### src/hw/countConnected_defs.svh
`ifndef COUNT_CONNECTED_DEFS_SVH
`define COUNT_CONNECTED_DEFS_SVH

// One bit per vertex of the 7-cube
`define GRAPH_BITS 128
`define VERTEX_BITS 7

// Largest antichain of the 7-cube has 35 members
`define COUNT_BITS 6
`define TAG_BITS 8

// Input credits
`define QUEUE_DEPTH 4

// Closure pipeline
`define CLOSURE_STEPS_PER_REG 2
`define CLOSURE_LATENCY ((`VERTEX_BITS + `CLOSURE_STEPS_PER_REG - 1) / `CLOSURE_STEPS_PER_REG)

// Ring delays
`define SEED_LATENCY 3
`define EXPLORE_LATENCY (4 * `CLOSURE_LATENCY + 5)
`define LOOP_DELAY 3
`define RING_SLOTS (`SEED_LATENCY + `EXPLORE_LATENCY + `LOOP_DELAY)

`endif

### src/hw/countConnectedPkg.sv
`include "countConnected_defs.svh"

package countConnectedPkg;

    // Bit k is set when vertex k is present
    typedef logic [`GRAPH_BITS-1:0] graphT;
    typedef logic [`COUNT_BITS-1:0] countT;
    typedef logic [`TAG_BITS-1:0] tagT;

    typedef struct packed {
        graphT graph;
        tagT tag;
    } graphJobT;

    typedef struct packed {
        countT count;
        tagT tag;
    } countResultT;

    // Per-slot bookkeeping that circulates beside the graph words
    typedef struct packed {
        logic valid;
        countT count;
        tagT tag;
    } slotStateT;

endpackage

### src/hw/delayLine.sv
`timescale 1ns/10ps

module delayLine #(
    parameter int CYCLES = 1,
    parameter int WIDTH = 1
) (
    input  logic             clk,
    input  logic             rstN,
    input  logic [WIDTH-1:0] d,
    output logic [WIDTH-1:0] q
);

    logic [WIDTH-1:0] stages [CYCLES];

    always_ff @(posedge clk or negedge rstN) begin
        if (!rstN) begin
            for (int i = 0; i < CYCLES; i++) begin
                stages[i] <= '0;
            end
        end else begin
            stages[0] <= d;
            for (int i = 1; i < CYCLES; i++) begin
                stages[i] <= stages[i-1];
            end
        end
    end

    assign q = stages[CYCLES-1];

endmodule

### src/hw/firstBitFinder.sv
`timescale 1ns/10ps
`include "countConnected_defs.svh"

module firstBitFinder
    import countConnectedPkg::*;
(
    input  logic  clk,
    input  graphT graph,
    output graphT firstOneHot,
    output logic  isEmpty
);

    localparam int GROUPS4 = `GRAPH_BITS / 4;
    localparam int GROUPS16 = `GRAPH_BITS / 16;

    graphT graphD;
    logic [GROUPS4-1:0] has4D;
    logic [GROUPS16-1:0] has16D;
    logic [GROUPS16-1:0] first16;
    logic [GROUPS4-1:0] first4;
    graphT oneHot;

    // Occupancy of every 4-bit and 16-bit group in the first stage
    always_ff @(posedge clk) begin
        graphD <= graph;
        for (int g = 0; g < GROUPS4; g++) begin
            has4D[g] <= |graph[4*g +: 4];
        end
        for (int i = 0; i < GROUPS16; i++) begin
            has16D[i] <= |graph[16*i +: 16];
        end
    end

    // Prefix masks from coarse to fine in the second stage
    always_comb begin
        logic clear;
        clear = 1'b1;
        for (int i = 0; i < GROUPS16; i++) begin
            first16[i] = clear;
            clear = clear & ~has16D[i];
        end
        for (int i = 0; i < GROUPS16; i++) begin
            clear = first16[i];
            for (int j = 0; j < 4; j++) begin
                first4[4*i+j] = clear;
                clear = clear & ~has4D[4*i+j];
            end
        end
        // Only the lowest non-empty 4-bit group is still enabled here
        for (int g = 0; g < GROUPS4; g++) begin
            clear = first4[g];
            for (int b = 0; b < 4; b++) begin
                oneHot[4*g+b] = clear & graphD[4*g+b];
                clear = clear & ~graphD[4*g+b];
            end
        end
    end

    always_ff @(posedge clk) begin
        firstOneHot <= oneHot;
        isEmpty <= ~|has16D;
    end

endmodule

### src/hw/seedSelector.sv
`timescale 1ns/10ps
`include "countConnected_defs.svh"

module seedSelector
    import countConnectedPkg::*;
(
    input  logic  clk,
    input  graphT leftover,
    input  graphT extended,
    input  logic  grabSeed,
    output graphT leftoverOut,
    output graphT frontierOut,
    output logic  increment
);

    graphT firstOneHot;
    logic isEmpty;
    graphT leftoverAligned;
    graphT extendedAligned;
    logic grabAligned;

    // Lowest present vertex becomes the seed
    firstBitFinder finder (
        .clk(clk),
        .graph(leftover),
        .firstOneHot(firstOneHot),
        .isEmpty(isEmpty)
    );

    // Hold the loop inputs until the finder result is ready
    delayLine #(
        .CYCLES(`SEED_LATENCY - 1),
        .WIDTH(2 * `GRAPH_BITS + 1)
    ) alignDelay (
        .clk(clk),
        .rstN(1'b1),
        .d({leftover, extended, grabSeed}),
        .q({leftoverAligned, extendedAligned, grabAligned})
    );

    always_ff @(posedge clk) begin
        leftoverOut <= leftoverAligned;
        frontierOut <= grabAligned ? firstOneHot : extendedAligned;
        // A new component starts only if something is left
        increment <= grabAligned && !isEmpty;
    end

endmodule

### config.mk
export PLATFORM = sky130hd
export DESIGN_NAME = seedSelector
export DESIGN_NICKNAME = d
export VERILOG_FILES = /design/src/hw/countConnectedPkg.sv /design/src/hw/delayLine.sv /design/src/hw/firstBitFinder.sv /design/src/hw/seedSelector.sv
export VERILOG_INCLUDE_DIRS = /design/src /design/src/hw
export SDC_FILE = /design/constraint.sdc
export NUM_CORES = 1
export LEC_CHECK = 0
export ABC_AREA = 1
export BUFFER_PORTS_ARGS = -buffer_cell sky130_fd_sc_hd__buf_2
export CAP_MARGIN = 5
export CORE_ASPECT_RATIO = 0.9
export CORE_MARGIN = 1.5
export CORE_UTILIZATION = 55
export CTS_CLUSTER_DIAMETER = 80
export DETAILED_ROUTE_END_ITERATION = 12
export GPL_ROUTABILITY_DRIVEN = 0
export GPL_TIMING_DRIVEN = 0
export PLACE_DENSITY = 0.8
export SYNTH_ARGS = -nofsm -noshare
export SYNTH_HDL_FRONTEND = slang
export SYNTH_SLANG_ARGS = --single-unit
### constraint.sdc
create_clock -name clk -period 2.13 [get_ports clk]
set_input_delay 0.213 -clock clk [delete_from_list [all_inputs] [get_ports clk]]
set_output_delay 0.213 -clock clk [all_outputs]
set_load 0.02 [all_outputs]
### Yosys cells after proc, flatten, opt, wreduce, memory -nomap -nowiden

Cells that the tools add are included.

| storage, ports and cells | value |
|---|---|
| register bits | 1067 |
| input bits | 258 |
| output and inout port bits | 257 |
| word-level logic and storage cells | 432 |

| operators by class | value |
|---|---|
| mux-type cells | 1 |
| bitwise operators | 378 |
| reductions and logical operators | 43 |

Operators with widths:

| kind | number |
|---|---|
| $and A1 B1 Y1 | 251 |
| $mux W128 | 1 |
| $reduce_or A16 Y1 | 8 |
| $not A1 Y1 | 127 |
| $reduce_or A4 Y1 | 31 |
| $reduce_or A8 Y1 | 1 |
| $logic_not A1 Y1 | 2 |
| $logic_and A1 B1 Y1 | 1 |

### Depth between registers and ports, before layout

| logic depth | value |
|---|---|
| word-level depth | 14 |
| depth in mapped cells | 10 |
| gate-level depth less buffers | 9 |

### Hierarchy

A second synthesis with hierarchy kept.

| unflattened totals | value |
|---|---|
| cells, all modules | 2129 |
| area total of the unflattened synthesis | 29236.8 um2 |

Modules (own cells, without submodules):

| module | times used | cells an instance | area each (um2) | sequential area each (um2) |
|---|---|---|---|---|
| delayLine | 1 | 771 | 14791.7 | 12862.3 |
| firstBitFinder | 1 | 686 | 7663.6 | 5785.5 |
| seedSelector | 1 | 672 | 6781.5 | 5144.9 |

### Worst setup path before layout

OpenSTA, ideal clock, no wires.

| timing path | value |
|---|---|
| path kind | reg2reg |
| start point | reg finder.has16D[0] |
| end point | reg finder.firstOneHot[122] |
| library setup time | 64 ps |
| arrival time | 1239 ps |
| required time | 2066 ps |
| setup slack | 826 ps |
| cell stages (with the launch flop) | 9 |
| path buffers | 1 |
| period minus slack after synthesis | 1304 ps |
| cell sequence | dfxtp_1 buf_6 nor2_8 nand2_4 nor2_8 nand4_4 nor2_4 nand3_1 nor2_1 |

| on the way | value |
|---|---|
| word-level cells in the longest chain between the ends | 12 |

RTL lines:

| element | RTL line | source |
|---|---|---|
| start, declared | firstBitFinder.sv:18 | `logic [GROUPS16-1:0] has16D;` |
| start signal, assigned by index | firstBitFinder.sv:30 | `has16D[i] <= \|graph[16*i +: 16];` |
| $not A1 Y1 | firstBitFinder.sv:40 | `clear = clear & ~has16D[i];` |
| $and A1 B1 Y1 (6 in series) | firstBitFinder.sv:40 |  |
| $and A1 B1 Y1 (2 in series) | firstBitFinder.sv:46 | `clear = clear & ~has4D[4*i+j];` |
| $and A1 B1 Y1 (2 in series) | firstBitFinder.sv:54 | `clear = clear & ~graphD[4*g+b];` |
| $and A1 B1 Y1 | firstBitFinder.sv:53 | `oneHot[4*g+b] = clear & graphD[4*g+b];` |
| named net finder.oneHot[122] | firstBitFinder.sv:21 | `graphT oneHot;` |
| end signal, assigned | firstBitFinder.sv:60 | `firstOneHot <= oneHot;` |
| end, declared | firstBitFinder.sv:9 | `output graphT firstOneHot,` |

The timed path passes the listed nets, and every way through them passes these cells.

### Worst setup path after layout

| timing path | value |
|---|---|
| start point | reg finder.has16D[0] |
| end point | reg finder.firstOneHot[94] |

| on the way | value |
|---|---|
| word-level cells in the longest chain between the ends | 11 |

RTL lines:

| element | RTL line |
|---|---|
| $not A1 Y1 | firstBitFinder.sv:40 |
| $and A1 B1 Y1 (4 in series) | firstBitFinder.sv:40 |
| $and A1 B1 Y1 (3 in series) | firstBitFinder.sv:46 |
| $and A1 B1 Y1 (2 in series) | firstBitFinder.sv:54 |
| $and A1 B1 Y1 | firstBitFinder.sv:53 |
| named net finder.oneHot[94] | firstBitFinder.sv:21 |

The timed path passes the listed nets, and every way through them passes these cells.

==> impl_metrics.toml <==
[run_status]
status = "complete, no violations"

[setup_path]
required_ns = 2.66
start_kind = "register"
critPathKind = "reg2reg"
path_max_fanout = 8
crit_chain = "buf_6 -> nor2_8 -> nand2_4 -> nor2_8 -> nand2_4 -> nor2_1 -> nand4_1 -> nor2_1"
slowest_stage = "dfxtp_1"
slowest_delay_ns = 0.38
cp_top_family = "simple AND/OR/NAND/NOR gates"
ff2ff_setup_slack_ns = 0.21
cp-end-kind = "register"
cp_num_buf_inv = 1
cp.arrival_ns = 2.45

[placed_design]
post-place-cells = 2790
place_hpwl_mm = 36.84
place_ws_ns = -0.06511
port-buffer-count = 514

[logic_synthesis]
yosys_warnings = 0
netlist_area_um2 = 22060
syn_nets = 2002
yosys.area_share.simple_pct = 12.96
synthAdderAreaFrac_pct = 0
synthDistinctLibCells = 22
syn_inst = 1744
ys_ff_latch = 931
synthMuxAreaShare_pct = 0
synth_top_family_by_area = "simple AND/OR/NAND/NOR gates"
synth_compound_area_share_pct = 0
synth_xor_area_share_pct = 0
seq_area_frac_synth_pct = 84.47
synth_area_per_cell_um2 = 12.65

[flow_run]
max_cap_violations = 0

[routing]
first_pass_iters = 6
viasPerCell = 4.952
routed-wl-met3_mm = 5.313
wire_per_inst_um = 21.56
drc = 0
routed_wl_mm = 68.89
wl_met1_mm = 23.68
ant_nets = 0
route.met2.wl_mm = 35.74
top_layer = "met5"
drtIter0Drc = 1085
via_count = 15820

[sta]
maxSlewHeadroom_pct = 47.80
grt_setup_unrepaired = "no"
finalCritPeriodShare_pct = 90.13
setup_ws_ns = 0.2103
tightest_slew_ns = 0.7830
slew_violations = 0
fin_crit_ns = 1.920
setup_viol = 0
max_freq_ghz = 0.5209
hold_viol = 0
clock_skew_ns = 0.03865

[hold_path]
min_path_type = "in2reg"

[cells_and_area]
fin_nets = 2856
n_fill_cell = 2026
drive_above_1_share_pct = 24.76
area_growth_pct = 38.62
fin_util_pct = 77.35
final_cells = 3195

[cts]
clockBufferDepth = 3
clock_sinks = 931
cts_setup_buffers = 0
htree_levels = 3
cts_tree = "done"
clock_latency_ns = 0.64
clkSlewWorstSetupHoldPaths_ns = 0.07
cts_buffers = 81
cts-root-buf = "clkbuf_16"

[power_and_ir_drop]
p_leak_nw = 14.50
pwr-share-comb_pct = 4.9
peakVddDrop_mv = 0.9460
power_density_nw_per_um2 = 1158
intPower_w = 0.02743
seqPwrFrac_pct = 52.3
swShare_pct = 22.59
clkPwrFrac_pct = 42.7
switchingPower_w = 0.008003

[global_routing]
grt_pass1_vias = 17070
antenna_found_initial = 4
grt_first_pass_wirelength_mm = 100.1
globalRouteTotalUtil_pct = 32.52
gr-total-overflow = 0
grt_max_degree = 17

[die]
design.core.area_um2 = 39540
dieArea_um2 = 41330
start_util_pct = 55.80
pin_count = 515
dieHeight_um = 193.0
die_w_um = 214.1
placementRows = 69
sequential cells by signal (all words and copies together) (netlist names):
name and count:
alignDelay.q 257, alignDelay.stages 257, finder.firstOneHot 127, finder.has16D 8
finder.has4D 24, finder.isEmpty 1, frontierOut 128, increment 1
leftoverOut 128
Yosys cell counts, drive strengths merged:
cell type / instances / area share [%]
buf: 5 / 0.12
clkbuf: 24 / 0.41
dfxtp: 931 / 84
inv: 120 / 2.0
nand2: 433 / 7.4
nand3: 19 / 0.43
nand4: 14 / 0.56
nor2: 124 / 2.4
nor3: 25 / 0.57
nor3b: 2 / 0.068
nor4: 17 / 0.48
or2: 2 / 0.057
or4: 28 / 0.95
through the flow:
step	hold slack (ns)	setup TNS (ns)	total power, W	instance area (µm²)
finish	0.2171	0	0.03543	30590
global route	0.2061	0	0.03628	30580
CTS	0.1844	0	0.03500	30570
detailed placement	0.3121	-0.1874	0.02009	25300
global placement	0.3104	-0.1362	0.02003	25300
floorplan	0.2407	0	0.01934	22060
worst reg2reg max path, stage by stage, from the launching register on:
cell and delay (ns):
dfxtp_1 0.38, buf_6 0.19, nor2_8 0.19, nand2_4 0.13
nor2_8 0.23, nand2_4 0.11, nor2_1 0.27, nand4_1 0.19
nor2_1 0.17
power by group through the flow:
stage / Clock (W) / Combinational [W] / Sequential [W]
2_1_floorplan: 0 / 0.000229 / 0.0191
3_3_place_gp: 0 / 0.00122 / 0.0188
3_5_place_dp: 0 / 0.00125 / 0.0188
4_1_cts: 0.0149 / 0.00166 / 0.0185
5_1_grt: 0.0159 / 0.00183 / 0.0186
6_report: 0.0151 / 0.00175 / 0.0185
path summary, 6_finish.rpt:
kind,from,end,depth (start not counted)
worst max-delay path,finder.has16D[0],finder.firstOneHot[94],8
worst min-delay path,extended[118],alignDelay.stages[376],2
worst max register to register,finder.has16D[0],finder.firstOneHot[94],8
worst min register to register,alignDelay.stages[337],alignDelay.q[80],0
timing repair:
item	CTS	global route
endpoints found under the setup margin	10	1
hold buffers	257	0
endpoints found under the hold margin	289	0
resized for setup	1	3
layout by cell type, fill, tap and decap left out, types with 11 or more instances in the layout:
master         instances
buf_2                514
clkbuf_16             82
nand3_1               19
clkbuf_8              14
dfxtp_1              931
nor3_1                25
or4_1                 28
nand4_1               11
nand2_1              430
nor2_1               118
nor4_1                17
clkbuf_1              40
inv_1                117
dlygate4sd3_1        257
cell families (layout without fill, tap and decap cells):
family,after synthesis,after routing
flops,931,931
simple gates,664,664
buf+inv,149,1063
other cells,0,5
layer usage:
metal	vias to the layer above	track usage [%]
li1	7073	-
met5	-	0
met3	279	9.412
met4	2	19.47
met2	838	59.88
met1	7630	33.01
layout make-up:
type	count	area [µm²]	area share, %
diodes	5	12.51	0.04091
plain buffers	29	118.9	0.3886
clock buffers	114	2312	7.560
clock inverters	29	384.1	1.256
inverters	120	450.4	1.473
multi-input cells	664	2859	9.348
flip-flops and latches	931	18640	60.94
well taps	532	665.6	2.176
repair buffers	771	5145	16.82
Power figures use the tool's default switching activity.
