File: src/hw/countConnected_defs.svh
`ifndef COUNT_CONNECTED_DEFS_SVH
`define COUNT_CONNECTED_DEFS_SVH

// One bit per vertex of the 7-cube
`define GRAPH_BITS 128
`define VERTEX_BITS 7

// Largest antichain of the 7-cube has 35 members
`define COUNT_BITS 6
`define TAG_BITS 8

// Input credits
`define QUEUE_DEPTH 4

// Closure pipeline
`define CLOSURE_STEPS_PER_REG 2
`define CLOSURE_LATENCY ((`VERTEX_BITS + `CLOSURE_STEPS_PER_REG - 1) / `CLOSURE_STEPS_PER_REG)

// Ring delays
`define SEED_LATENCY 3
`define EXPLORE_LATENCY (4 * `CLOSURE_LATENCY + 5)
`define LOOP_DELAY 3
`define RING_SLOTS (`SEED_LATENCY + `EXPLORE_LATENCY + `LOOP_DELAY)

`endif

File: src/hw/countConnectedPkg.sv
`include "countConnected_defs.svh"

package countConnectedPkg;

    // Bit k is set when vertex k is present
    typedef logic [`GRAPH_BITS-1:0] graphT;
    typedef logic [`COUNT_BITS-1:0] countT;
    typedef logic [`TAG_BITS-1:0] tagT;

    typedef struct packed {
        graphT graph;
        tagT tag;
    } graphJobT;

    typedef struct packed {
        countT count;
        tagT tag;
    } countResultT;

    // Per-slot bookkeeping that circulates beside the graph words
    typedef struct packed {
        logic valid;
        countT count;
        tagT tag;
    } slotStateT;

endpackage

File: src/hw/delayLine.sv
`timescale 1ns/10ps

module delayLine #(
    parameter int CYCLES = 1,
    parameter int WIDTH = 1
) (
    input  logic             clk,
    input  logic             rstN,
    input  logic [WIDTH-1:0] d,
    output logic [WIDTH-1:0] q
);

    logic [WIDTH-1:0] stages [CYCLES];

    always_ff @(posedge clk or negedge rstN) begin
        if (!rstN) begin
            for (int i = 0; i < CYCLES; i++) begin
                stages[i] <= '0;
            end
        end else begin
            stages[0] <= d;
            for (int i = 1; i < CYCLES; i++) begin
                stages[i] <= stages[i-1];
            end
        end
    end

    assign q = stages[CYCLES-1];

endmodule

File: src/hw/monotoneClosure.sv
`timescale 1ns/10ps
`include "countConnected_defs.svh"

module monotoneClosure
    import countConnectedPkg::*;
#(
    parameter bit UPWARD = 1'b1
) (
    input  logic  clk,
    input  graphT set,
    output graphT closed
);

    localparam int DIMS = `VERTEX_BITS;
    localparam int STEPS = `CLOSURE_STEPS_PER_REG;
    localparam int STAGES = `CLOSURE_LATENCY;

    graphT stageRegs [STAGES];

    // Adds every vertex reachable by flipping dimension d in the closure direction
    function automatic graphT crossDim(graphT s, int d);
        graphT moved;
        for (int v = 0; v < `GRAPH_BITS; v++) begin
            if (v[d] == UPWARD) begin
                moved[v] = s[v ^ (1 << d)];
            end else begin
                moved[v] = 1'b0;
            end
        end
        return s | moved;
    endfunction

    for (genvar st = 0; st < STAGES; st++) begin : gStage
        graphT stageIn;
        graphT stageOut;

        if (st == 0) begin : gHead
            assign stageIn = set;
        end else begin : gTail
            assign stageIn = stageRegs[st-1];
        end

        // Last stage may carry fewer dimensions
        always_comb begin
            stageOut = stageIn;
            for (int k = 0; k < STEPS; k++) begin
                if (st * STEPS + k < DIMS) begin
                    stageOut = crossDim(stageOut, st * STEPS + k);
                end
            end
        end

        always_ff @(posedge clk) begin
            stageRegs[st] <= stageOut;
        end
    end

    assign closed = stageRegs[STAGES-1];

endmodule

File: src/hw/componentExplorer.sv
`timescale 1ns/10ps
`include "countConnected_defs.svh"

module componentExplorer
    import countConnectedPkg::*;
(
    input  logic  clk,
    input  graphT leftover,
    input  graphT frontier,
    output graphT reduced,
    output graphT extended,
    output logic  grabSeed,
    output logic  runEnd
);

    graphT leftA;
    graphT leftB;
    graphT leftC;
    graphT leftD;
    graphT closedA;
    graphT closedB;
    graphT closedC;
    graphT closedD;
    graphT grownA;
    graphT grownB;
    graphT midpoint;
    graphT midpointD;
    graphT reducedR;
    graphT extendedR;

    // Leftover copies lined up with each closure output
    delayLine #(.CYCLES(`CLOSURE_LATENCY), .WIDTH(`GRAPH_BITS)) leftDelayA (
        .clk(clk), .rstN(1'b1), .d(leftover), .q(leftA)
    );
    delayLine #(.CYCLES(`CLOSURE_LATENCY + 1), .WIDTH(`GRAPH_BITS)) leftDelayB (
        .clk(clk), .rstN(1'b1), .d(leftA), .q(leftB)
    );
    delayLine #(.CYCLES(`CLOSURE_LATENCY + 1), .WIDTH(`GRAPH_BITS)) leftDelayC (
        .clk(clk), .rstN(1'b1), .d(leftB), .q(leftC)
    );
    delayLine #(.CYCLES(`CLOSURE_LATENCY + 1), .WIDTH(`GRAPH_BITS)) leftDelayD (
        .clk(clk), .rstN(1'b1), .d(leftC), .q(leftD)
    );

    monotoneClosure #(.UPWARD(1'b1)) closeUpA (
        .clk(clk), .set(frontier), .closed(closedA)
    );
    monotoneClosure #(.UPWARD(1'b0)) closeDownB (
        .clk(clk), .set(grownA), .closed(closedB)
    );
    monotoneClosure #(.UPWARD(1'b1)) closeUpC (
        .clk(clk), .set(grownB), .closed(closedC)
    );
    monotoneClosure #(.UPWARD(1'b0)) closeDownD (
        .clk(clk), .set(midpoint), .closed(closedD)
    );

    // Midpoint waits for the last closure to compare against it
    delayLine #(.CYCLES(`CLOSURE_LATENCY + 1), .WIDTH(`GRAPH_BITS)) midDelay (
        .clk(clk), .rstN(1'b1), .d(midpoint), .q(midpointD)
    );

    always_ff @(posedge clk) begin
        grownA <= closedA & leftA;
        grownB <= closedB & leftB;
        midpoint <= closedC & leftC;
        reducedR <= leftD & ~closedD;
        extendedR <= leftD & closedD;
    end

    // Growth stopped once the last down-closure adds nothing to the midpoint
    always_ff @(posedge clk) begin
        reduced <= reducedR;
        extended <= extendedR;
        runEnd <= (reducedR == '0);
        grabSeed <= (extendedR == midpointD) || (reducedR == '0);
    end

endmodule

File: config.mk
export PLATFORM = sky130hd
export DESIGN_NAME = componentExplorer
export DESIGN_NICKNAME = d
export VERILOG_FILES = /design/src/hw/countConnectedPkg.sv /design/src/hw/delayLine.sv /design/src/hw/monotoneClosure.sv /design/src/hw/componentExplorer.sv
export VERILOG_INCLUDE_DIRS = /design/src /design/src/hw
export SDC_FILE = /design/constraint.sdc
export NUM_CORES = 2
export LEC_CHECK = 0
export BUFFER_PORTS_ARGS = -buffer_cell sky130_fd_sc_hd__buf_2
export CAP_MARGIN = 20
export CORE_ASPECT_RATIO = 1.5
export CORE_MARGIN = 3
export CORE_UTILIZATION = 35
export CTS_CLUSTER_DIAMETER = 50
export DETAILED_ROUTE_END_ITERATION = 16
export MAX_ROUTING_LAYER = met4
export PLACE_DENSITY = 0.52
export SETUP_SLACK_MARGIN = 0.4
export SLEW_MARGIN = 10
export SYNTH_ARGS = -nofsm -noshare
export SYNTH_HDL_FRONTEND = slang
export SYNTH_SLANG_ARGS = --single-unit
File: constraint.sdc
create_clock -name clk -period 2.1 [get_ports clk]
set_input_delay 0.42 -clock clk [delete_from_list [all_inputs] [get_ports clk]]
set_output_delay 0.42 -clock clk [all_outputs]
set_load 0.02 [all_outputs]
-- Word-level counts from Yosys, hierarchy flattened
Memory sizes are Yosys's and may differ from the RTL's.
Cells that the tools add are included.
- memories: 4
- input port bits: 257
- word-level logic and storage cells: 74
- RAM bits: 2048
- bits in registers: 3970
- output and inout port bits: 258
- memories (name ; words ; bits a word ; rd ports ; clocked after memory_dff ; wr ports ; line ; RTL):
    closeDownB.stageRegs ; 4 ; 128 ; 4 ; 0 ; 4 ; monotoneClosure.sv:18 ; graphT stageRegs [STAGES];
    closeDownD.stageRegs ; 4 ; 128 ; 4 ; 0 ; 4 ; monotoneClosure.sv:18 ;
    closeUpA.stageRegs ; 4 ; 128 ; 4 ; 0 ; 4 ; monotoneClosure.sv:18 ;
    closeUpC.stageRegs ; 4 ; 128 ; 4 ; 0 ; 4 ; monotoneClosure.sv:18 ;
- eq/ne operators: 1
- bitwise logic cells: 34
- reduce and logical (&&, ||, !) cells: 2
- operator list (cell ; count):
    bitwise OR 128 bit ; 14
    bitwise AND 128 bit ; 5
    bitwise OR 128 x 112 -> 128 bit ; 2
    bitwise OR 128 x 120 -> 128 bit ; 2
    bitwise OR 128 x 124 -> 128 bit ; 2
    bitwise OR 128 x 126 -> 128 bit ; 2
    bitwise OR 128 x 127 -> 128 bit ; 2
    bitwise OR 128 x 64 -> 128 bit ; 2
    bitwise OR 128 x 96 -> 128 bit ; 2
    == test 128 bit ; 1
    logical NOT 128 bit ; 1
    NOT 128 bit ; 1
    logical OR 1 bit ; 1

-- Depth between registers and ports, before layout
An unclocked memory read counts as a cell.
- word-level depth: 3
- mapped depth: 5
- mapped depth without buffers: 5

-- By module
From an unflattened synthesis, not the netlist that was laid out.
- cell total of the unflattened synthesis: 8921
- area, all modules: 155624.3 um^2
- by module, submodules not included (module ; sequential area each (um^2) ; instances ; cells an instance ; area each (um^2)):
    delayLine at leftDelayB ... ; 16015.4 ; 4 ; 768 ; 16976.3
    monotoneClosure ; 10249.8 ; 4 ; 864 ; 12572.1
    componentExplorer ; 17977.2 ; 1 ; 1753 ; 23657.7
    delayLine at leftDelayA ; 12812.3 ; 1 ; 640 ; 13773.2

-- Worst setup path before layout
No wires, ideal clock.
- path type: register to register
- from: register reducedR[64]
- to: register grabSeed
- slack: 0.669 ns
- cell stages (with the launch flop): 6
- setup time: 0.059 ns
- arrival time: 1.372 ns
- cells stage by stage: dfxtp_1 nor4_1 nand4_1 or4_1 nor2_2 a41o_1
- word-level cells in the longest chain between the ends: 2
- RTL lines (element ; line ; RTL):
    start: declaration ; componentExplorer.sv:28 ; graphT reducedR;
    start signal: assignment ; componentExplorer.sv:67 ; reducedR <= leftD & ~closedD;
    logical NOT 128 bit ; componentExplorer.sv:76 ; grabSeed <= (extendedR == midpointD) || (reducedR == '0);
    logical OR 1 bit ; componentExplorer.sv:76 ;
    end signal: assignment ; componentExplorer.sv:76 ;
    end: declaration ; componentExplorer.sv:12 ; output logic grabSeed,
No other way between the ends.

-- Worst setup path after layout
- from: register midDelay.stages, in the netlist midDelay.q[119]
- to: register grabSeed
- word-level cells in the longest chain between the ends: 2
- RTL lines (element ; line ; RTL):
    start: declaration ; delayLine.sv:13 ; logic [WIDTH-1:0] stages [CYCLES];
    start signal: indexed assignment ; delayLine.sv:23 ; stages[i] <= stages[i-1];
    == test 128 bit ; componentExplorer.sv:76 ;
    logical OR 1 bit ; componentExplorer.sv:76 ;
No other way between the ends.

==> results.cfg <==
[drt]
highest_layer = met4
wl_met3_mm = 10.6
wl_met1_mm = 128
routed_wl_mm = 365
drc = 0
met2_length_mm = 196
via_per_inst = 3.80
wl_per_cell_um = 24.0
vias = 58000
drtAntennaViolNets = 0
drtIter0Drc = 2366
drt-pass1-iter-count = 4

[floorplanning]
start_util = 0.352
core_sq_mm = 0.381
fp.dieW_um = 511
dieArea_sq_mm = 0.391
top_level_ports = 515
num_rows = 277
dieHeight_um = 764

[synth]
synth_top_area_share = 0.892
synth_edf_count = 0
async_reset_ff_frac = 0
yosysMostFrequentCell = dfxtp_1
synth_top_area_cell = dfxtp_1
synth_cells = 8237
yosys-mux-area-fraction = 0
seq_area_frac_synth = 0.892
yosysWarnings = 0
yosys.area_share.xor_xnor = 0.00836
avgSynthCellArea_sq_um = 16.3
yosys.area_share.simple = 0.0996
synth_top_cells_by_count = dfxtp_1, or2_2, and2_1
netlist_area_sq_mm = 0.134
synth_nets = 8494
ys_ff_latch = 5975
synth_area_leaders = dfxtp_1, or2_2, and2_1, or3_1, xor2_1
synth_compound_area_frac = 0.0000746
synth_top_family_by_area = simple AND/OR/NAND/NOR gates
synth_fa_ha_area_frac = 0
synth_top_flop_cell = dfxtp_1
synth_cell_type_count = 15

[power_and_ir_drop]
clockPowerShare = 0.441
power.leakage_nw = 67.0
p_switching_mw = 45.2
total_power_mw = 222
ir_drop_v = 0.000715
p_sw_frac = 0.204
p_comb_frac = 0.014
sequentialPowerShare = 0.545
intPower_mw = 177
cellPowerDensity_mw_per_mm2 = 1320

[sta]
fin_ws_ns = -0.333
fmax_ghz = 0.411
relSlewSlack = 0.181
final.setup_skew_ns = 0.0635
final_hold_viol_count = 0
setup_viol = 1
worstMarginPinSlew_ns = 1.22
whs_ns = 0.115
min_period_over_period = 1.16
tns_ns = -0.333
drv_slew = 0
period_minus_slack_ns = 2.43
grt_setup_unrepaired = true

[grt]
grt_pass1_wl_mm = 498
grt_max_degree = 18
grt_usage = 0.190
antenna_found_initial = 36
overflow = 0
grt_pass1_vias = 62800

[placement]
io_buffers = 514
gp_congestion = 0.994
hpwl_mm = 298

[layout]
drive_gt1_frac = 0.277
area_growth_pct = 24.9
nets = 9972

[setup_path]
cpMaxStageDelayCell = nor4_4
slowest_delay_ns = 0.35
crit_path_cell_trace = xor2_2, nor4_4, buf_6, buf_6, nand4_1, buf_4, nor4_4, buf_4, a41o_1
cp.required_ns = 2.97
cp-start-kind = flip-flop
crit_arrival_ns = 3.30
cp_top_family = simple AND/OR/NAND/NOR gates
crit_buf_inv = 4
worstPathMaxFanout = 1
worstSetupPathType = reg2reg
end_kind = flip-flop

[clock_tree]
cts-root-buf = clkbuf_16
insertion_delay_ns = 0.93
cts_tree = yes
cts_setup_buffers = 0
clockBufferDepth = 4
htree_levels = 6
clock_sinks = 5975
clkTransAtPathRegs_ns = 0.06
cts_buffers = 533

[min_path]
hold_path.class = in2reg

[outcome]
status = finished, violations left
violations = negative setup slack

[job]
maxCapViolCount = 0
-- power groups by stage --
| stage | Combinational, mW | Clock, mW | Sequential [mW] |
|---|---|---|---|
| 2_1_floorplan | 1.00 | 0 | 122 |
| 3_3_place_gp | 2.52 | 0 | 124 |
| 3_5_place_dp | 2.56 | 0 | 124 |
| 4_1_cts | 3.13 | 99.9 | 121 |
| 5_1_grt | 3.27 | 104 | 121 |
| 6_report | 3.09 | 97.8 | 121 |
-- through the flow --
stage,worst slack (ns),cell area [sq um],util,std cells
2_1_floorplan,0.669,134000,-,8237
3_3_place_gp,-2.28,144000,0.378,13900
4_1_cts,-0.481,167000,0.439,15100
3_5_place_dp,-1.01,144000,0.379,13900
5_1_grt,-0.307,167000,0.440,15200
6_report,-0.333,167000,0.440,15300
-- worst paths after layout --
check / startpoint / endpoint / slack [ns] / cells past startpoint
worst max-delay path: midDelay.q[119] / grabSeed / -0.33 / 9
worst min-delay path: leftover[25] / leftDelayA.stages[409] / 0.11 / 2
worst max register to register: midDelay.q[119] / grabSeed / -0.33 / 9
worst min register to register: midDelay.stages[352] / midDelay.stages[224] / 0.28 / 0
-- cells in the final DEF (no fill, tap or decap), drive strengths merged --
master / count
nor2: 2
xor2: 96
dlygate4sd3: 285
buf: 658
xnor2: 32
clkbuf: 773
or2: 1024
clkinvlp: 10
and2: 512
inv: 25
dfxtp: 5975
diode: 110
nor2b: 128
a41o: 1
or4: 2
bufinv: 32
or3: 384
nand4: 22
clkinv: 107
nor4: 59
-- final cells by class --
class	instances	area (sq um)
repair buffers	943	8160
flip-flops and latches	5975	120000
fillers	33600	213000
well taps	5022	6280
multi-input cells	2262	14600
clock buffers	773	15800
clock inverters	174	2200
diodes	110	275
-- flip-flops by register name, indices dropped and copies added, names as in the netlist, 384 cells and up --
| register | count |
|---|---|
| leftDelayC.stages | 512 |
| closeUpC.stageRegs | 512 |
| closeUpA.stageRegs | 512 |
| midDelay.stages | 510 |
| leftDelayA.stages | 384 |
| leftDelayD.stages | 512 |
| closeDownB.stageRegs | 512 |
| leftDelayB.stages | 512 |
| closeDownD.stageRegs | 471 |
-- metal layers --
layer,track usage,vias up
met5,-,-
met4,0.138,0
met3,0.0255,806
met2,0.351,1503
met1,0.179,26700
li1,-,29000
-- timing repair --
item / CTS / global route
gates resized for setup: 849 / 12
pin swaps: 6 / 3
hold endpoints to repair: 256 / 0
endpoints found under the setup margin: 260 / 260
gates cloned: 0 / 0
hold buffers: 285 / 0
-- cell families (layout without fill, tap and decap cells) --
kind of cell | after synthesis | in the layout
flops | 5975 | 5975
simple gates | 2133 | 2133
xor+xnor | 128 | 128
compound gates | 1 | 1
other cells | 0 | 110
buf+inv | 0 | 1890
No activity file was read; power rests on OpenSTA's default activity.
