===== src/hw/countConnected_defs.svh =====
`ifndef COUNT_CONNECTED_DEFS_SVH
`define COUNT_CONNECTED_DEFS_SVH

// One bit per vertex of the 7-cube
`define GRAPH_BITS 128
`define VERTEX_BITS 7

// Largest antichain of the 7-cube has 35 members
`define COUNT_BITS 6
`define TAG_BITS 8

// Input credits
`define QUEUE_DEPTH 4

// Closure pipeline
`define CLOSURE_STEPS_PER_REG 2
`define CLOSURE_LATENCY ((`VERTEX_BITS + `CLOSURE_STEPS_PER_REG - 1) / `CLOSURE_STEPS_PER_REG)

// Ring delays
`define SEED_LATENCY 3
`define EXPLORE_LATENCY (4 * `CLOSURE_LATENCY + 5)
`define LOOP_DELAY 3
`define RING_SLOTS (`SEED_LATENCY + `EXPLORE_LATENCY + `LOOP_DELAY)

`endif


===== src/hw/countConnectedPkg.sv =====
`include "countConnected_defs.svh"

package countConnectedPkg;

    // Bit k is set when vertex k is present
    typedef logic [`GRAPH_BITS-1:0] graphT;
    typedef logic [`COUNT_BITS-1:0] countT;
    typedef logic [`TAG_BITS-1:0] tagT;

    typedef struct packed {
        graphT graph;
        tagT tag;
    } graphJobT;

    typedef struct packed {
        countT count;
        tagT tag;
    } countResultT;

    // Per-slot bookkeeping that circulates beside the graph words
    typedef struct packed {
        logic valid;
        countT count;
        tagT tag;
    } slotStateT;

endpackage


===== src/hw/graphInputQueue.sv =====
`timescale 1ns/10ps
`include "countConnected_defs.svh"

module graphInputQueue
    import countConnectedPkg::*;
(
    input  logic     clk,
    input  logic     rstN,
    input  logic     jobValid,
    input  graphJobT job,
    input  logic     pop,
    output logic     jobReady,
    output graphJobT head,
    output logic     credit
);

    localparam int PTR_BITS = $clog2(`QUEUE_DEPTH);
    localparam int OCC_BITS = $clog2(`QUEUE_DEPTH + 1);

    graphJobT entries [`QUEUE_DEPTH];
    logic [PTR_BITS-1:0] wrPtr;
    logic [PTR_BITS-1:0] rdPtr;
    logic [OCC_BITS-1:0] occupancy;
    logic [OCC_BITS-1:0] startCredits;
    logic startDone;

    function automatic logic [PTR_BITS-1:0] nextPtr(input logic [PTR_BITS-1:0] p);
        return (p == PTR_BITS'(`QUEUE_DEPTH - 1)) ? '0 : p + 1'b1;
    endfunction

    always_ff @(posedge clk) begin
        if (jobValid) begin
            entries[wrPtr] <= job;
        end
    end

    // One credit per entry after reset, then one per pop
    always_ff @(posedge clk or negedge rstN) begin
        if (!rstN) begin
            wrPtr <= '0;
            rdPtr <= '0;
            occupancy <= '0;
            startCredits <= OCC_BITS'(`QUEUE_DEPTH);
            credit <= 1'b0;
        end else begin
            if (jobValid) begin
                wrPtr <= nextPtr(wrPtr);
            end
            if (pop) begin
                rdPtr <= nextPtr(rdPtr);
            end
            occupancy <= occupancy + OCC_BITS'(jobValid) - OCC_BITS'(pop);
            if (!startDone) begin
                startCredits <= startCredits - OCC_BITS'(1);
            end
            credit <= !startDone || pop;
        end
    end

    // Pops wait for the start-up credits so the two credit sources never collide
    assign startDone = (startCredits == '0);
    assign jobReady = startDone && (occupancy != '0);
    assign head = entries[rdPtr];

    noPushWhenFull: assert property (@(posedge clk) disable iff (!rstN)
        jobValid |-> occupancy != OCC_BITS'(`QUEUE_DEPTH))
        else $error("job pushed without a credit into a full queue");

    noPopWhenEmpty: assert property (@(posedge clk) disable iff (!rstN)
        pop |-> occupancy != '0)
        else $error("pop from an empty input queue");

endmodule


===== config.mk =====
export PLATFORM = sky130hd
export DESIGN_NAME = graphInputQueue
export DESIGN_NICKNAME = d
export VERILOG_FILES = /design/src/hw/countConnectedPkg.sv /design/src/hw/graphInputQueue.sv
export VERILOG_INCLUDE_DIRS = /design/src /design/src/hw
export SDC_FILE = /design/constraint.sdc
export NUM_CORES = 1
export LEC_CHECK = 0
export ABC_AREA = 1
export BUFFER_PORTS_ARGS = -buffer_cell sky130_fd_sc_hd__clkbuf_2
export CORE_AREA = 2 2 309 311
export DETAILED_ROUTE_END_ITERATION = 8
export DIE_AREA = 0 0 311 313
export PLACE_DENSITY = 0.41
export REMOVE_ABC_BUFFERS = 1
export SYNTH_ARGS = -nofsm -noshare
export SYNTH_HDL_FRONTEND = slang
export SYNTH_SLANG_ARGS = --single-unit

===== constraint.sdc =====
create_clock -name clk -period 7.5 [get_ports clk]
set_clock_uncertainty 0.2 [all_clocks]
set_input_delay 0.75 -clock clk [delete_from_list [all_inputs] [get_ports clk]]
set_output_delay 0.75 -clock clk [all_outputs]
set_load 0.02 [all_outputs]

; Word level (Yosys, flattened, before mapping)
; Memory sizes are Yosys's and may differ from the RTL's.
; Index checks and enable logic that the tools add are counted.
[word_totals]
elab_cells = 22
register_bits = 11
memories = 1
output_inout_bits = 138
mem_bits_rw = 544
[classes]
add_sub_neg = 5
eq_ne = 2
mux = 4
n_reduce_logical = 5
[mem_list]
columns = memory, depth, width, rd, rd_ports_with_merged_regs, wr, line
row1 = entries, 4, 136, 1, 0, 1, graphInputQueue.sv:20  ; graphJobT entries [`QUEUE_DEPTH];
[ops]
columns = operator, n
row1 = 2-bit by 1-bit adder with 2-bit output (second input constant), 2
row2 = 2-bit equality test (second input constant), 2
row3 = 2-bit 2-to-1 mux, 2
row4 = 3-bit by 1-bit adder with 3-bit output, 1
row5 = 3-bit zero test, 1
row6 = 3-bit nonzero test, 1
row7 = 3-bit by 1-bit subtractor with 3-bit output, 1
row8 = 3-bit by 1-bit subtractor with 3-bit output (second input constant), 1
row9 = 1-bit 2-to-1 mux, 2
row10 = 1-bit logical AND, 1
row11 = 1-bit zero test, 1
row12 = 1-bit logical OR, 1

; Longest topological paths before layout
; Gate-level depths: netlist of run 1.
[depth]
ltp_word = 3
mapped_depth = 9
depth_no_buf = 9

; Worst setup path before layout of run 1
; Ideal clock, no wire load.
[synth_timing]
path_type = input-to-reg
start = input port jobValid
end = memory entries[3][0] (netlist bit) (enable)
t_arrival_ps = 3413
setup_time_ps = 489
t_required_ps = 6811
path_buffers = 0
path_stages = 2
slack_ps = 3398
path_cell_list = nand2_1 > inv_1
[synth_between]
elab_chain_len = 2
[synth_rtl]
columns = item, line
row1 = "start, declared", graphInputQueue.sv:9  ; input logic jobValid,
row2 = 1-bit 2-to-1 mux, graphInputQueue.sv:32  ; if (jobValid) begin
row3 = 1-bit 2-to-1 mux (not written as such), graphInputQueue.sv:33  ; entries[wrPtr] <= job;
row4 = "end, declared", graphInputQueue.sv:20
; No other way between the ends.

==> reports/qor.txt, run 1 <==
Crit path max-delay cell type: dfrtp_4
Hold Path Class: input port to flip-flop
IO Pins: 278
Largest area contributor in the netlist: edfxtp_1
H-tree Lvls: 3
Clock slew seen by the registers of the worst setup and hold paths: 0.06 ns
Syn Inst Count: 2,200
Post-synth EDFFs: 544
Count leader, synth: nand2_1
Wirelength per Cell: 15.4 microns
Setup ws final: 2.91 ns
Core Region: 94,200 sq um
Placer Congestion: 0.710
Die H: 313 microns
MaxCap Viol Count: 0
Fin crit share: 0.612
VDD IR max: 0.283 mV
CTS tree: yes
Commonest cells post-synth: nand2_1, inv_1, edfxtp_1
Area Growth Syn to Fin: 20.7%
Die area: 97,300 sq um
# hold bufs at CTS: 1
Slew Limit Fails: 0
Final Critical Period: 4.59 ns
Ranking of synthesized cells by area: edfxtp_1, nand2_1, inv_1, nand3_1, buf_2
Clock latency on the worst-skew pair: 0.61 ns
Root Driver: clkbuf_16
Worst R2R Setup Slack: 4.75 ns
Row Count: 113
Largest net degree at the start of global routing: 143
Vias: 14,800
Ys flop type: edfxtp_1
DRC Markers: 0
DRT Wirelength: 58,200 microns
Number of antenna violations at the first check in global routing: 6
Critical path startpoint category: flip-flop
FF-to-FF Start: rdPtr[1]$_DFFE_PN0P_
Nets@finish: 2,620
Finish-stage setup viols: 0
Type of the worst setup path: flip-flop to output port
Final Hold Viols: 0
Leak: 12.8 nW
Setup_tns: 0 ns
I/O Buffers: 277
CP Capture Type: output port
Worst r2r dst: rdPtr[1]$_DFFE_PN0P_
Hold_ws: 0.153 ns
Final std cells w/o fill: 3,783
Vias in the first global route: 14,700
RSZ-0062 raised after global routing: false
Power per cell area: 383 nW/um^2
Combined area of the multi-input logic cells: 4180 sq um
Critical Path End: head[93]
Final ANT Viol Nets: 0
Num CTS Buffers: 66
Layout cells sized above 1: 0.154
First-pass GRT wire length: 88,600 microns
Area share of the largest cell type after synthesis: 0.700
Synth unique cells: 20
Worst slew margin: 0.245
Worst slack at placement: 3.46 ns
Status: completed
GRT overflow: 0
Clk buf depth: 3
CTS sink cnt: 555
Fillers: 9,720
Max incr delay on CP: 0.87 ns
Average size of a mapped cell: 10.6 sq um
Critical Path Source: rdPtr[0]$_DFFE_PN0P_
Synth warn: 0
Worst path arrival time: 3.64 ns
Drt first pass iters: 5
Dpl cells: 3,666
# resized after CTS: 0
Register bit total from synthesis: 555
DRT iter0 DRCs: 886
Netlist area before placement: 23,300 sq um
Critical Path, Cell by Cell: buf_4, buf_4, nand2_1, nand3_1, nand2_1, clkbuf_2
Worst-Margin Slew: 1.13 ns
Asr flop ratio synth: 0.0198
Sequential Area: 16,600 sq um
Post-CTS Setup Inserts: 0
Via density: 3.92
Tot GR Track Use: 0.119
CP Data Required Time: 6.55 ns
Starting Density: 0.248
Register area share after synthesis: 0.712
N_diodes: 0
Hpwl dp: 33,000 microns
DIE WIDTH: 311 microns
CP Max Fanout: 80
Util after Layout: 0.299
Fmax: 0.218 GHz
R2R depth: 5
cells in the final DEF, fill, tap and decap left out, drive strengths merged, types with 5 or more instances in the layout:
cell    count
buf        14
bufinv      5
clkbuf    367
clkinv     17
dfrtp      10
edfxtp    544
ha          9
inv       567
nand2     695
nand3     273
nor2        5
o21ai       5
kinds of logic (layout without fill, tap and decap cells):
family,Yosys count,count (layout),share of synthesized area
and+or+nand+nor,974,974,0.171
buffers and inverters,653,971,0.109
DFF,555,555,0.712
adders and majority gates,10,10,0.00568
AOI/OAI and AO/OA,6,6,0.00129
xor gates and xnor gates,2,2,0.000751
where the power goes:
group          switching [mW]  internal [mW]  total (mW)
sequential              0.143           3.97        4.11
clock                    1.23           1.87        3.11
combinational            2.64          0.932        3.57
routing by layer:
layer,track usage,up-vias,wire length [microns]
met1,0.148,7027,25600
li1,-,7408,-
met2,0.201,301,28100
met3,0.0299,98,3140
met4,0.0417,8,1330
met5,0,-,53
critical path, delay by kind of cell (launching register included):
| kind | cells | cell delay, ns |
|---|---|---|
| buffers and inverters | 3 | 1.66 |
| and+or+nand+nor | 3 | 0.33 |
| DFF | 1 | 0.87 |
final cells by class:
| type | count | share of cell area |
|---|---|---|
| clock buffer | 90 | 0.0648 |
| sequential | 555 | 0.590 |
| multi-input combinational | 992 | 0.148 |
| clock inverter | 26 | 0.00920 |
| timing repair buffer | 292 | 0.0547 |
| inverter | 563 | 0.0762 |
| tap | 1265 | 0.0562 |
per-stage QoR:
stage / total power, mW / instance area (sq um)
2_1_floorplan: 6.57 / 22900
4_1_cts: 11.1 / 28200
3_3_place_gp: 7.86 / 26100
3_5_place_dp: 7.87 / 26100
6_report: 10.8 / 28200
5_1_grt: 11.5 / 28200
registers in the layout, summed over array words and instances, names as in the netlist:
name          count
credit            1
occupancy         3
wrPtr             2
entries         544
rdPtr             2
startCredits      3
worst min path at each step:
stage	start	to	slack (ns)	depth (start not counted)
6_report	job[38]	entries[2][38]$_DFFE_PP_	0.15	1
5_1_grt	job[18]	entries[1][18]$_DFFE_PP_	0.11	1
4_1_cts	job[38]	entries[2][38]$_DFFE_PP_	0.08	1
3_5_place_dp	startCredits[0]$_DFFE_PN0P_	startCredits[0]$_DFFE_PN0P_	0.27	1
3_3_place_gp	startCredits[0]$_DFFE_PN0P_	startCredits[0]$_DFFE_PN0P_	0.26	1
2_1_floorplan	startCredits[0]$_DFFE_PN0P_	startCredits[0]$_DFFE_PN0P_	0.24	1
Power figures use the tool's default switching activity.
==> run 2, diff against run 1 <==
==> constraint.sdc (replaced) <==
create_clock -name clk -period 4.55 [get_ports clk]
set_clock_uncertainty 0.2 [all_clocks]
set_input_delay 0.455 -clock clk [delete_from_list [all_inputs] [get_ports clk]]
set_output_delay 0.455 -clock clk [all_outputs]
set_load 0.02 [all_outputs]
==> reports/qor.txt, run 2 (synthesis gave the netlist of run 1 again) <==
CP Max Fanout: 126 (was 80)
DRT Wirelength: 58,700 microns (was 58,200 microns)
Most common cell after layout, fill and taps aside: nand2_1 (unchanged)
VDD IR max: 0.462 mV (was 0.283 mV)
Hold_ws: 0.0971 ns (was 0.153 ns)
Number of antenna violations at the first check in global routing: 3 (was 6)
Clock slew seen by the registers of the worst setup and hold paths: 0.05 ns (was 0.06 ns)
Root Driver: clkbuf_16 (unchanged)
Fin crit share: 0.715
Tot GR Track Use: 0.121 (was 0.119)
Design Area, Final: 29,900 sq um (was 28,200 sq um)
Final ANT Viol Nets: 0 (unchanged)
Row Count: 113 (unchanged)
Power per cell area: 611 nW/um^2 (was 383 nW/um^2)
H-tree Lvls: 3 (unchanged)
GRT overflow: 0 (unchanged)
CP Capture Type: output port (unchanged)
Wirelength per Cell: 14.9 microns (was 15.4 microns)
Area Growth Syn to Fin: 28.0% (was 20.7%)
RSZ-0062 raised after global routing: false (unchanged)
Leak: 13.6 nW (was 12.8 nW)
Worst slew margin: 0.383 (was 0.245)
Fmax: 0.307 GHz
Top reg by flops: entries (unchanged)
Sw power: 6.78 mW (was 4.01 mW)
Vias: 15,600 (was 14,800)
Hold Path Class: input port to async pin (was input port to flip-flop)
Die area: 97,300 sq um (unchanged)
Via density: 3.94 (was 3.92)
P_int: 11.5 mW (was 6.78 mW)
DRT iter0 DRCs: 778 (was 886)
DIE WIDTH: 311 microns (unchanged)
Hpwl dp: 32,700 microns (was 33,000 microns)
Commonest cells after routing, fill and taps aside: nand2_1, inv_1, edfxtp_1 (unchanged)
Final Hold Viols: 0 (unchanged)
Layout cells sized above 1: 0.155 (was 0.154)
Combinational power share: 0.339 (was 0.331)
CTS sink cnt: 555 (unchanged)
# resized after CTS: 0 (unchanged)
Finish-stage setup viols: 0 (unchanged)
Die H: 313 microns (unchanged)
Util after Layout: 0.317 (was 0.299)
Worst R2R Setup Slack: 2.16 ns (was 4.75 ns)
Worst-Margin Slew: 0.926 ns (was 1.13 ns)
Placer Congestion: 0.721 (was 0.710)
Nets@finish: 2,774 (was 2,620)
DRC Markers: 0 (unchanged)
Clk network pwr share: 0.293 (was 0.288)
Clk buf depth: 3 (unchanged)
Slew Limit Fails: 0 (unchanged)
Worst path arrival time: 2.60 ns (was 3.64 ns)
Vias in the first global route: 15,700 (was 14,700)
Post-CTS Setup Inserts: 0 (unchanged)
Core Region: 94,200 sq um (unchanged)
Critical path startpoint category: flip-flop (unchanged)
Starting Density: 0.248 (unchanged)
Top flop regs: entries: 544 flops, occupancy: 3 flops, startCredits: 3 flops (unchanged)
# hold bufs at CTS: 139 (was 1)
Placed instance area: 26,300 sq um (was 26,100 sq um)
Num CTS Buffers: 68 (was 66)
CP Data Required Time: 3.89 ns (was 6.55 ns)
Clock latency on the worst-skew pair: 0.60 ns (was 0.61 ns)
CTS tree: yes (unchanged)
Switching Fraction: 0.371 (was 0.372)
First-pass GRT wire length: 90,200 microns (was 88,600 microns)
Drt first pass iters: 5 (unchanged)
Final Critical Period: 3.25 ns
MaxCap Viol Count: 0 (unchanged)
I/O Buffers: 277 (unchanged)
Flop pwr share: 0.368 (was 0.381)
Largest net degree at the start of global routing: 142 (was 143)
IO Pins: 278 (unchanged)
Type of the worst setup path: flip-flop to output port (unchanged)
Largest register FFs: 544 (unchanged)
Status: completed (unchanged)
run 2: metrics by stage:
step	setup TNS (ns)	total power, mW	worst slack (ns)	std cells
after floorplan	-727.64	10.8	-5.34	2110
after global placement	0	13.1	1.88	3680
after detailed placement	0	13.1	1.87	3680
after CTS	0	18.7	1.17	3942
after global routing	0	19.4	1.05	3943
final	0	18.2	1.30	3943
run 2: layout make-up:
cell class | instances | area, sq um
clock inverters | 42 | 387
inverters | 563 | 2150
multi-input cells | 992 | 4180
well taps | 1265 | 1580
diodes | 1 | 2.50
clock buffers | 81 | 1820
flip-flops and latches | 555 | 16600
repair buffers | 444 | 3130
fillers | 9644 | 64300
run 2: path summary, 6_finish.rpt:
check / start / end / depth (start not counted)
min in group clk: startCredits[0]$_DFFE_PN0P_ / startCredits[0]$_DFFE_PN0P_ / 1
max in group asynchronous: rstN / startCredits[2]$_DFFE_PN1P_ / 2
worst min-delay path: rstN / credit$_DFF_PN0_ / 2
worst max-delay path: rdPtr[0]$_DFFE_PN0P_ / head[45] / 6
worst max register to register: wrPtr[1]$_DFFE_PN0P_ / entries[1][29]$_DFFE_PP_ / 5
worst min register to register: startCredits[0]$_DFFE_PN0P_ / startCredits[0]$_DFFE_PN0P_ / 1
run 2: power by group through the flow:
| stage | Sequential [mW] | Clock (mW) | Combinational, mW |
|---|---|---|---|
| global placement | 6.81 | 0 | 6.28 |
| global route | 6.79 | 5.71 | 6.91 |
| finish | 6.72 | 5.34 | 6.18 |
| floorplan | 7.16 | 0 | 3.66 |
| CTS | 6.73 | 5.54 | 6.43 |
| detailed placement | 6.83 | 0 | 6.31 |
run 2: per-layer routing:
| metal | GRT usage | up-vias | share of wire |
|---|---|---|---|
| met4 | 0.0427 | 4 | 0.024 |
| met2 | 0.207 | 299 | 0.49 |
| met5 | 0 | - | 0.00046 |
| li1 | - | 7728 | - |
| met1 | 0.149 | 7431 | 0.44 |
| met3 | 0.0273 | 93 | 0.049 |
run 2: critical path, stage by stage, from the launching register on:
cell and delay, ns:
dfrtp_4 0.53, inv_8 0.56, buf_4 0.38, nand2_1 0.07
nand3_1 0.09, nand2_1 0.07, clkbuf_2 0.15
